$ cat src/design/conn_consts.svh
`ifndef CONN_CONSTS_SVH
`define CONN_CONSTS_SVH

// Key fields, IPv4 address and UDP port
`define CONN_IP_BITS   32
`define CONN_PORT_BITS 16
`define CONN_KEY_BITS  (`CONN_IP_BITS + `CONN_PORT_BITS)

// Hash folds the key down to a set index
`define CONN_HASH_BITS 4

// Table geometry
`define CONN_WAYS      2
`define CONN_WAY_BITS  1
`define CONN_SETS      16

`endif

$ cat src/design/conn_pkg.sv
`default_nettype none

`include "conn_consts.svh"

package conn_pkg;

  typedef logic [`CONN_HASH_BITS-1:0] conn_idx_t;
  typedef logic [`CONN_WAY_BITS-1:0]  conn_way_t;

  typedef struct packed {
    logic [`CONN_IP_BITS-1:0]   ip;
    logic [`CONN_PORT_BITS-1:0] port;
  } conn_key_t;

  typedef struct packed {
    logic      valid;
    conn_key_t key;
  } conn_entry_t;

  // One table row, all ways of a set
  typedef conn_entry_t [`CONN_WAYS-1:0] conn_set_t;

  typedef struct packed {
    conn_idx_t set;
    conn_way_t way;
  } conn_id_t;

  typedef struct packed {
    logic      wr;
    conn_idx_t set;
    conn_set_t data;
  } table_req_t;

  // Hit doubles as ack for bind and unbind
  typedef struct packed {
    logic      hit;
    logic      full;
    conn_id_t  id;
    conn_key_t key;
  } conn_result_t;

  // XOR of all key nibbles
  function automatic conn_idx_t conn_hash(input conn_key_t key);
    logic [`CONN_KEY_BITS-1:0] flat;
    conn_idx_t                 h;
    flat = key;
    h    = '0;
    for (int i = 0; i < `CONN_KEY_BITS / `CONN_HASH_BITS; i++) begin
      h = h ^ flat[i*`CONN_HASH_BITS +: `CONN_HASH_BITS];
    end
    return h;
  endfunction

endpackage

`default_nettype wire

$ cat src/design/conn_table_mem.sv
`timescale 1ns/1ps
`default_nettype none

`include "conn_consts.svh"

module conn_table_mem (
  input  wire                         rx_axis_aclk,
  input  wire                         s_axi_aresetn,
  input  wire                         req_valid,
  input  wire conn_pkg::table_req_t   req,
  output conn_pkg::conn_set_t         rd_data
);
  import conn_pkg::*;

  // Valid bits live apart from the keys so they can be cleared
  logic [`CONN_SETS-1:0][`CONN_WAYS-1:0] valid_q;
  conn_key_t                             key_mem [`CONN_SETS][`CONN_WAYS];

  always_ff @(posedge rx_axis_aclk) begin
    if (!s_axi_aresetn) begin
      valid_q <= '0;
    end else if (req_valid && req.wr) begin
      for (int w = 0; w < `CONN_WAYS; w++) begin
        valid_q[req.set][w] <= req.data[w].valid;
      end
    end
  end

  // Whole-set write or registered read
  always_ff @(posedge rx_axis_aclk) begin
    if (req_valid) begin
      for (int w = 0; w < `CONN_WAYS; w++) begin
        if (req.wr) begin
          key_mem[req.set][w] <= req.data[w].key;
        end else begin
          rd_data[w].valid <= valid_q[req.set][w];
          rd_data[w].key   <= key_mem[req.set][w];
        end
      end
    end
  end

endmodule

`default_nettype wire

$ cat src/design/conn_table_arbiter.sv
`timescale 1ns/1ps
`default_nettype none

module conn_table_arbiter (
  input  wire                        rx_axis_aclk,
  input  wire                        s_axi_aresetn,
  input  wire                        ctrl_req,
  input  wire                        fwd_req,
  input  wire                        rev_req,
  input  wire conn_pkg::table_req_t  ctrl_pay,
  input  wire conn_pkg::table_req_t  fwd_pay,
  input  wire conn_pkg::table_req_t  rev_pay,
  output logic                       ctrl_gnt,
  output logic                       fwd_gnt,
  output logic                       rev_gnt,
  output logic                       mem_valid,
  output conn_pkg::table_req_t       mem_req
);

  logic ctrl_ok;
  logic fwd_ok;
  logic rev_ok;

  // A client still shows its request during its grant cycle
  assign ctrl_ok = ctrl_req && !ctrl_gnt;
  assign fwd_ok  = fwd_req && !fwd_gnt;
  assign rev_ok  = rev_req && !rev_gnt;

  // ----------------------------------------
  // Fixed priority, control first
  // ----------------------------------------
  always_ff @(posedge rx_axis_aclk) begin
    if (!s_axi_aresetn) begin
      ctrl_gnt  <= 1'b0;
      fwd_gnt   <= 1'b0;
      rev_gnt   <= 1'b0;
      mem_valid <= 1'b0;
    end else begin
      ctrl_gnt  <= ctrl_ok;
      fwd_gnt   <= fwd_ok && !ctrl_ok;
      rev_gnt   <= rev_ok && !ctrl_ok && !fwd_ok;
      mem_valid <= ctrl_ok || fwd_ok || rev_ok;
    end
  end

  // Payload of the winner goes to the table with the grant
  always_ff @(posedge rx_axis_aclk) begin
    if (ctrl_ok) begin
      mem_req <= ctrl_pay;
    end else if (fwd_ok) begin
      mem_req <= fwd_pay;
    end else if (rev_ok) begin
      mem_req <= rev_pay;
    end
  end

endmodule

`default_nettype wire

$ cat src/design/conn_bind_ctrl.sv
`timescale 1ns/1ps
`default_nettype none

`include "conn_consts.svh"

module conn_bind_ctrl (
  input  wire                        rx_axis_aclk,
  input  wire                        s_axi_aresetn,
  input  wire                        start,
  input  wire                        bind_op,
  input  wire conn_pkg::conn_key_t   key,
  output logic                       tbl_req,
  output conn_pkg::table_req_t       tbl_pay,
  input  wire                        tbl_gnt,
  input  wire conn_pkg::conn_set_t   rd_data,
  output logic                       done,
  output conn_pkg::conn_result_t     result
);
  import conn_pkg::*;

  typedef enum logic [1:0] {S_IDLE, S_READ, S_WRITE} state_t;

  state_t       state;
  logic         gnt_d;
  logic         bind_q;
  conn_key_t    key_q;
  logic         hit;
  logic         free;
  logic         need_wr;
  conn_way_t    hit_way;
  conn_way_t    free_way;
  conn_set_t    wr_row;
  conn_result_t res_nx;
  conn_result_t res_q;

  // ----------------------------------------
  // Row decode, lowest way wins
  // ----------------------------------------
  always_comb begin
    hit      = 1'b0;
    free     = 1'b0;
    hit_way  = '0;
    free_way = '0;
    for (int w = `CONN_WAYS - 1; w >= 0; w--) begin
      if (rd_data[w].valid && rd_data[w].key == key_q) begin
        hit     = 1'b1;
        hit_way = conn_way_t'(w);
      end
      if (!rd_data[w].valid) begin
        free     = 1'b1;
        free_way = conn_way_t'(w);
      end
    end
  end

  assign need_wr = bind_q ? (!hit && free) : hit;

  // Modified row, fill a free way or drop the matching one
  always_comb begin
    wr_row = rd_data;
    if (bind_q) begin
      wr_row[free_way].valid = 1'b1;
      wr_row[free_way].key   = key_q;
    end else begin
      wr_row[hit_way].valid = 1'b0;
    end
  end

  always_comb begin
    res_nx.hit    = hit || (bind_q && free);
    res_nx.full   = bind_q && !hit && !free;
    res_nx.id.set = tbl_pay.set;
    res_nx.id.way = (bind_q && !hit) ? free_way : hit_way;
    res_nx.key    = key_q;
  end

  // ----------------------------------------
  // Control FSM
  // ----------------------------------------
  always_ff @(posedge rx_axis_aclk) begin
    if (!s_axi_aresetn) begin
      state   <= S_IDLE;
      tbl_req <= 1'b0;
      gnt_d   <= 1'b0;
      done    <= 1'b0;
    end else begin
      done  <= 1'b0;
      gnt_d <= tbl_gnt && (state == S_READ);
      if (tbl_gnt) begin
        tbl_req <= 1'b0;
      end
      case (state)
        S_IDLE: begin
          if (start) begin
            tbl_req <= 1'b1;
            state   <= S_READ;
          end
        end
        S_READ: begin
          if (gnt_d && need_wr) begin
            tbl_req <= 1'b1;
            state   <= S_WRITE;
          end else if (gnt_d) begin
            done  <= 1'b1;
            state <= S_IDLE;
          end
        end
        S_WRITE: begin
          if (tbl_gnt) begin
            done  <= 1'b1;
            state <= S_IDLE;
          end
        end
        default: state <= S_IDLE;
      endcase
    end
  end

  // Request payload and the result held for the done pulse
  always_ff @(posedge rx_axis_aclk) begin
    if (state == S_IDLE && start) begin
      key_q   <= key;
      bind_q  <= bind_op;
      tbl_pay <= '{wr: 1'b0, set: conn_hash(key), data: '0};
    end
    if (state == S_READ && gnt_d) begin
      tbl_pay.wr   <= 1'b1;
      tbl_pay.data <= wr_row;
      res_q        <= res_nx;
      if (!need_wr) begin
        result <= res_nx;
      end
    end
    if (state == S_WRITE && tbl_gnt) begin
      result <= res_q;
    end
  end

endmodule

`default_nettype wire

$ cat src/design/conn_fwd_lookup.sv
`timescale 1ns/1ps
`default_nettype none

`include "conn_consts.svh"

module conn_fwd_lookup (
  input  wire                        rx_axis_aclk,
  input  wire                        s_axi_aresetn,
  input  wire                        start,
  input  wire conn_pkg::conn_key_t   key,
  output logic                       tbl_req,
  output conn_pkg::table_req_t       tbl_pay,
  input  wire                        tbl_gnt,
  input  wire conn_pkg::conn_set_t   rd_data,
  output logic                       done,
  output conn_pkg::conn_result_t     result
);
  import conn_pkg::*;

  logic      busy;
  logic      gnt_d;
  logic      hit;
  conn_way_t hit_way;
  conn_key_t key_q;

  // Compare against every valid way
  always_comb begin
    hit     = 1'b0;
    hit_way = '0;
    for (int w = `CONN_WAYS - 1; w >= 0; w--) begin
      if (rd_data[w].valid && rd_data[w].key == key_q) begin
        hit     = 1'b1;
        hit_way = conn_way_t'(w);
      end
    end
  end

  always_ff @(posedge rx_axis_aclk) begin
    if (!s_axi_aresetn) begin
      busy    <= 1'b0;
      tbl_req <= 1'b0;
      gnt_d   <= 1'b0;
      done    <= 1'b0;
    end else begin
      done  <= gnt_d;
      gnt_d <= tbl_gnt;
      if (tbl_gnt) begin
        tbl_req <= 1'b0;
      end
      if (!busy && start) begin
        busy    <= 1'b1;
        tbl_req <= 1'b1;
      end else if (gnt_d) begin
        busy <= 1'b0;
      end
    end
  end

  always_ff @(posedge rx_axis_aclk) begin
    if (!busy && start) begin
      key_q   <= key;
      tbl_pay <= '{wr: 1'b0, set: conn_hash(key), data: '0};
    end
    if (gnt_d) begin
      result <= '{hit: hit, full: 1'b0, id: '{set: tbl_pay.set, way: hit_way}, key: key_q};
    end
  end

endmodule

`default_nettype wire

$ cat src/design/conn_rev_lookup.sv
`timescale 1ns/1ps
`default_nettype none

module conn_rev_lookup (
  input  wire                        rx_axis_aclk,
  input  wire                        s_axi_aresetn,
  input  wire                        start,
  input  wire conn_pkg::conn_id_t    id,
  output logic                       tbl_req,
  output conn_pkg::table_req_t       tbl_pay,
  input  wire                        tbl_gnt,
  input  wire conn_pkg::conn_set_t   rd_data,
  output logic                       done,
  output conn_pkg::conn_result_t     result
);
  import conn_pkg::*;

  logic        busy;
  logic        gnt_d;
  conn_id_t    id_q;
  conn_entry_t entry;

  // Way picked straight from the id
  assign entry = rd_data[id_q.way];

  always_ff @(posedge rx_axis_aclk) begin
    if (!s_axi_aresetn) begin
      busy    <= 1'b0;
      tbl_req <= 1'b0;
      gnt_d   <= 1'b0;
      done    <= 1'b0;
    end else begin
      done  <= gnt_d;
      gnt_d <= tbl_gnt;
      if (tbl_gnt) begin
        tbl_req <= 1'b0;
      end
      if (!busy && start) begin
        busy    <= 1'b1;
        tbl_req <= 1'b1;
      end else if (gnt_d) begin
        busy <= 1'b0;
      end
    end
  end

  always_ff @(posedge rx_axis_aclk) begin
    if (!busy && start) begin
      id_q    <= id;
      tbl_pay <= '{wr: 1'b0, set: id.set, data: '0};
    end
    if (gnt_d) begin
      result.hit  <= entry.valid;
      result.full <= 1'b0;
      result.id   <= id_q;
      result.key  <= entry.valid ? entry.key : '0;
    end
  end

endmodule

`default_nettype wire

$ cat src/design/conn_manager.sv
`timescale 1ns/1ps
`default_nettype none

module conn_manager (
  input  wire                        rx_axis_aclk,
  input  wire                        s_axi_aresetn,
  // Control client
  input  wire                        ctrl_start,
  input  wire                        ctrl_bind,
  input  wire conn_pkg::conn_key_t   ctrl_key,
  output logic                       ctrl_done,
  output conn_pkg::conn_result_t     ctrl_result,
  // Forward lookup
  input  wire                        fwd_start,
  input  wire conn_pkg::conn_key_t   fwd_key,
  output logic                       fwd_done,
  output conn_pkg::conn_result_t     fwd_result,
  // Reverse lookup
  input  wire                        rev_start,
  input  wire conn_pkg::conn_id_t    rev_id,
  output logic                       rev_done,
  output conn_pkg::conn_result_t     rev_result
);
  import conn_pkg::*;

  logic       ctrl_req, fwd_req, rev_req;
  logic       ctrl_gnt, fwd_gnt, rev_gnt;
  table_req_t ctrl_pay, fwd_pay, rev_pay;
  logic       mem_valid;
  table_req_t mem_req;
  conn_set_t  rd_data;

  // ----------------------------------------
  // Clients
  // ----------------------------------------
  conn_bind_ctrl conn_bind_ctrl_i (
    .rx_axis_aclk (rx_axis_aclk),
    .s_axi_aresetn(s_axi_aresetn),
    .start        (ctrl_start),
    .bind_op      (ctrl_bind),
    .key          (ctrl_key),
    .tbl_req      (ctrl_req),
    .tbl_pay      (ctrl_pay),
    .tbl_gnt      (ctrl_gnt),
    .rd_data      (rd_data),
    .done         (ctrl_done),
    .result       (ctrl_result)
  );

  conn_fwd_lookup conn_fwd_lookup_i (
    .rx_axis_aclk (rx_axis_aclk),
    .s_axi_aresetn(s_axi_aresetn),
    .start        (fwd_start),
    .key          (fwd_key),
    .tbl_req      (fwd_req),
    .tbl_pay      (fwd_pay),
    .tbl_gnt      (fwd_gnt),
    .rd_data      (rd_data),
    .done         (fwd_done),
    .result       (fwd_result)
  );

  conn_rev_lookup conn_rev_lookup_i (
    .rx_axis_aclk (rx_axis_aclk),
    .s_axi_aresetn(s_axi_aresetn),
    .start        (rev_start),
    .id           (rev_id),
    .tbl_req      (rev_req),
    .tbl_pay      (rev_pay),
    .tbl_gnt      (rev_gnt),
    .rd_data      (rd_data),
    .done         (rev_done),
    .result       (rev_result)
  );

  // ----------------------------------------
  // Shared table
  // ----------------------------------------
  conn_table_arbiter conn_table_arbiter_i (
    .rx_axis_aclk (rx_axis_aclk),
    .s_axi_aresetn(s_axi_aresetn),
    .ctrl_req     (ctrl_req),
    .fwd_req      (fwd_req),
    .rev_req      (rev_req),
    .ctrl_pay     (ctrl_pay),
    .fwd_pay      (fwd_pay),
    .rev_pay      (rev_pay),
    .ctrl_gnt     (ctrl_gnt),
    .fwd_gnt      (fwd_gnt),
    .rev_gnt      (rev_gnt),
    .mem_valid    (mem_valid),
    .mem_req      (mem_req)
  );

  conn_table_mem conn_table_mem_i (
    .rx_axis_aclk (rx_axis_aclk),
    .s_axi_aresetn(s_axi_aresetn),
    .req_valid    (mem_valid),
    .req          (mem_req),
    .rd_data      (rd_data)
  );

endmodule

`default_nettype wire

$ cat config.mk
export PLATFORM = sky130hd
export DESIGN_NAME = conn_manager
export DESIGN_NICKNAME = d
export VERILOG_FILES = /design/src/design/conn_pkg.sv /design/src/design/conn_table_mem.sv /design/src/design/conn_table_arbiter.sv /design/src/design/conn_bind_ctrl.sv /design/src/design/conn_fwd_lookup.sv /design/src/design/conn_rev_lookup.sv /design/src/design/conn_manager.sv
export VERILOG_INCLUDE_DIRS = /design/src /design/src/design
export SDC_FILE = /design/constraint.sdc
export NUM_CORES = 2
export LEC_CHECK = 0
export BUFFER_PORTS_ARGS = -buffer_cell sky130_fd_sc_hd__buf_2
export CAP_MARGIN = 30
export CORE_UTILIZATION = 34
export CTS_CLUSTER_DIAMETER = 120
export DETAILED_ROUTE_END_ITERATION = 8
export HOLD_SLACK_MARGIN = 0.02
export PLACE_DENSITY = 0.6
export SKIP_CTS_REPAIR_TIMING = 1
export SYNTH_ARGS = -nofsm -noshare
export SYNTH_HDL_FRONTEND = slang
export SYNTH_SLANG_ARGS = --single-unit
$ cat constraint.sdc
create_clock -name rx_axis_aclk -period 12.1 [get_ports rx_axis_aclk]
set_input_delay 1.815 -clock rx_axis_aclk [delete_from_list [all_inputs] [get_ports rx_axis_aclk]]
set_output_delay 1.815 -clock rx_axis_aclk [all_outputs]
set_load 0.1 [all_outputs]
==> metrics.md <==
| Metric | Value |
|---|---|
| Run status | completed |
| Rows | 183 |
| Layout Nets | 4,520 |
| Total CTS buffers | 225 |
| CP Launch Type | flop |
| Max-Cap Viols | 0 |
| Average cell area after synthesis | 21.3 µm² |
| Count of input and output buffers | 272 |
| Cell count after placement | 7,508 |
| Worst Tran Pin Value | 1.12 ns |
| Post-synth cell types | 41 |
| Setup TNS Final | 0 ns |
| Tcrit/Tclk final | 0.428 |
| Endpoints failing hold | 0 |
| Clk buf depth | 3 |
| Via-to-Cell Ratio | 5.36 |
| RSZ-0062 raised after global routing | no |
| Layout area overhead | 16.2% |
| Worst Skew | 0.135 ns |
| Initial antenna violation count | 18 |
| Largest net degree at the start of global routing | 143 |
| Peak supply drop | 0.000163 V |
| Root Buffer | clkbuf_16 |
| Area of the multi-input gates | 0.0184 mm² |
| Commonest non-fill, non-tap cell in the layout | edfxtp_1 |
| DIE AREA | 0.252 mm² |
| Final Setup Violations | 0 |
| Max Clock Freq | 193 MHz |
| Detail Route Antenna Nets | 0 |
| Ports | 275 |
| WS Path Type | flop to flop |
| Synth async-reset ratio | 0 |
| Aggregate global-route resource usage | 0.198 |
| Pre-antenna DRT Iters | 6 |
| First-pass GRT wire length | 344,000 µm |
| Die height | 502 µm |
| Die width | 502 µm |
| Highest-count cells in the layout ignoring fill and taps | edfxtp_1 (2,163), mux4_2 (490), buf_2 (272) |
| Number of global-route vias before repair | 42,100 |
| Global route overflow | 0 |
| Leakage Power | 31.7 nW |
| FF+latch area | 0.0660 mm² |
| PD cells | 189 mW/mm² |
| Critical Path AT | 5.66 ns |
| Mapped Area | 0.0849 mm² |
| Seq cells post-synth | 2,213 |
| Register area share after synthesis | 0.777 |
| Starting Density | 0.342 |
| Critical path fanouts, max | 42 |
| Top_reg_cell synth | edfxtp_1 |
| Share of cells above drive strength 1 | 0.285 |
| CTS tree | built |
| Fin. max-slew vios | 0 |
| CTS sink count | 2,213 |
| Worst rel slew slack | 0.254 |
| GPL Wtd Cong | 0.876 |
| H-tree depth | 4 |
| Core area | 0.248 mm² |
| Layout Cells excl Fill | 7,941 |
| Worst Path Required | 12.58 ns |
| # fillers | 22,000 |
| Worst-path clk slew | 0.06 ns |
| Crit end category | flop |
| Warnings, synthesis | 0 |
| EDFF count, synth | 2,163 |
| Drc violations | 0 |
| DR vias | 42,600 |
| Worst skew pair latency | 0.91 ns |
| Post-DP HPWL | 149,000 µm |
| Final wirelength | 250,000 µm |
| Routed len/inst | 31.5 µm |
| Tightest Hold Check Type | flop to flop |
| Starting DRT DRC Count | 5,393 |
| Post-layout minimum cycle time | 5.18 ns |
| Syn Inst Count | 3,984 |
## worst paths after layout
kind,from,end,cells after the start,slack [ns]
setup / recovery,conn_table_arbiter_i.mem_req[101],conn_table_mem_i.key_mem[8][51],6,6.92
hold / removal,conn_table_arbiter_i.rev_gnt,conn_rev_lookup_i.gnt_d,1,0.38
setup reg to reg,conn_table_arbiter_i.mem_req[101],conn_table_mem_i.key_mem[8][51],6,6.92
hold reg to reg,conn_table_arbiter_i.rev_gnt,conn_rev_lookup_i.gnt_d,1,0.38
## power breakdown
part           leakage [nW]  switching [mW]  total [mW]  internal, mW
Combinational          7.74            1.22        2.18         0.957
Sequential             20.3           0.493        9.45          8.95
Clock                  3.66            3.04        6.99          3.95
Total                  31.7            4.75        18.6          13.9
## synthesized netlist by cell type, types with 37 or more instances
cell	instances	area [µm²]
nor2_1	69	259
and2_1	105	657
nand2_1	241	905
xnor2_1	123	1080
xor2_1	156	1370
edfxtp_1	2163	65000
a21oi_1	100	500
dfxtp_1	50	1000
buf_1	47	176
nor4_1	37	231
clkbuf_1	116	435
mux4_2	490	11000
mux2i_1	62	621
mux2_2	54	608
## sequential cells by signal (all words and copies together) (netlist names), 54 cells and up
signal and cells:
conn_bind_ctrl_i.tbl_pay 103, conn_bind_ctrl_i.result 55, conn_table_mem_i.key_mem 1536, conn_bind_ctrl_i.res_q 55, conn_fwd_lookup_i.result 54, conn_table_arbiter_i.mem_req 103
conn_rev_lookup_i.result 54, conn_table_mem_i.rd_data 98
## through the flow
| step | hold WS [ns] | utilization | setup WS (ns) | area, µm² | total power, mW |
|---|---|---|---|---|---|
| floorplan | 0.415 | - | 3.44 | 84900 | 10.8 |
| global placement | 0.436 | 0.365 | 7.07 | 90700 | 11.7 |
| detailed placement | 0.440 | 0.366 | 7.05 | 91000 | 11.8 |
| CTS | 0.374 | 0.397 | 7.00 | 98500 | 18.7 |
| global route | 0.430 | 0.397 | 6.93 | 98600 | 19.1 |
| finish | 0.384 | 0.397 | 6.92 | 98700 | 18.6 |
## logic make-up after synthesis
logic type                 synth area share
other                             0.0000442
adders and majority gates          0.000442
DFF                                   0.777
AOI/OAI and AO/OA                    0.0111
and+or+nand+nor                      0.0288
buffers and inverters               0.00924
xor gates and xnor gates             0.0288
muxes                                 0.144
## routing by layer
layer | GRT usage | share of wire | vias up | routed length (µm)
met5 | 0 | 0.00020 | - | 50
met4 | 0.0759 | 0.042 | 8 | 10400
met3 | 0.0361 | 0.087 | 397 | 21900
met2 | 0.317 | 0.48 | 2165 | 120000
met1 | 0.268 | 0.39 | 23000 | 98200
li1 | - | - | 17000 | -
## final cells by class
type | instances | area share
flip-flops and latches | 2213 | 0.669
clock buffers | 270 | 0.0590
diodes | 6 | 0.000152
well taps | 3330 | 0.0422
multi-input cells | 1573 | 0.186
clock inverters | 152 | 0.0169
repair buffers | 385 | 0.0266
inverters | 12 | 0.000482
## critical path: stages, from the launching register on
cell      delay (ns)
edfxtp_1        0.32
buf_4           0.63
buf_4           0.69
nand2b_1        0.53
nor2_4          0.83
buf_4           0.67
buf_4           0.86
Power figures use the tool's default switching activity.
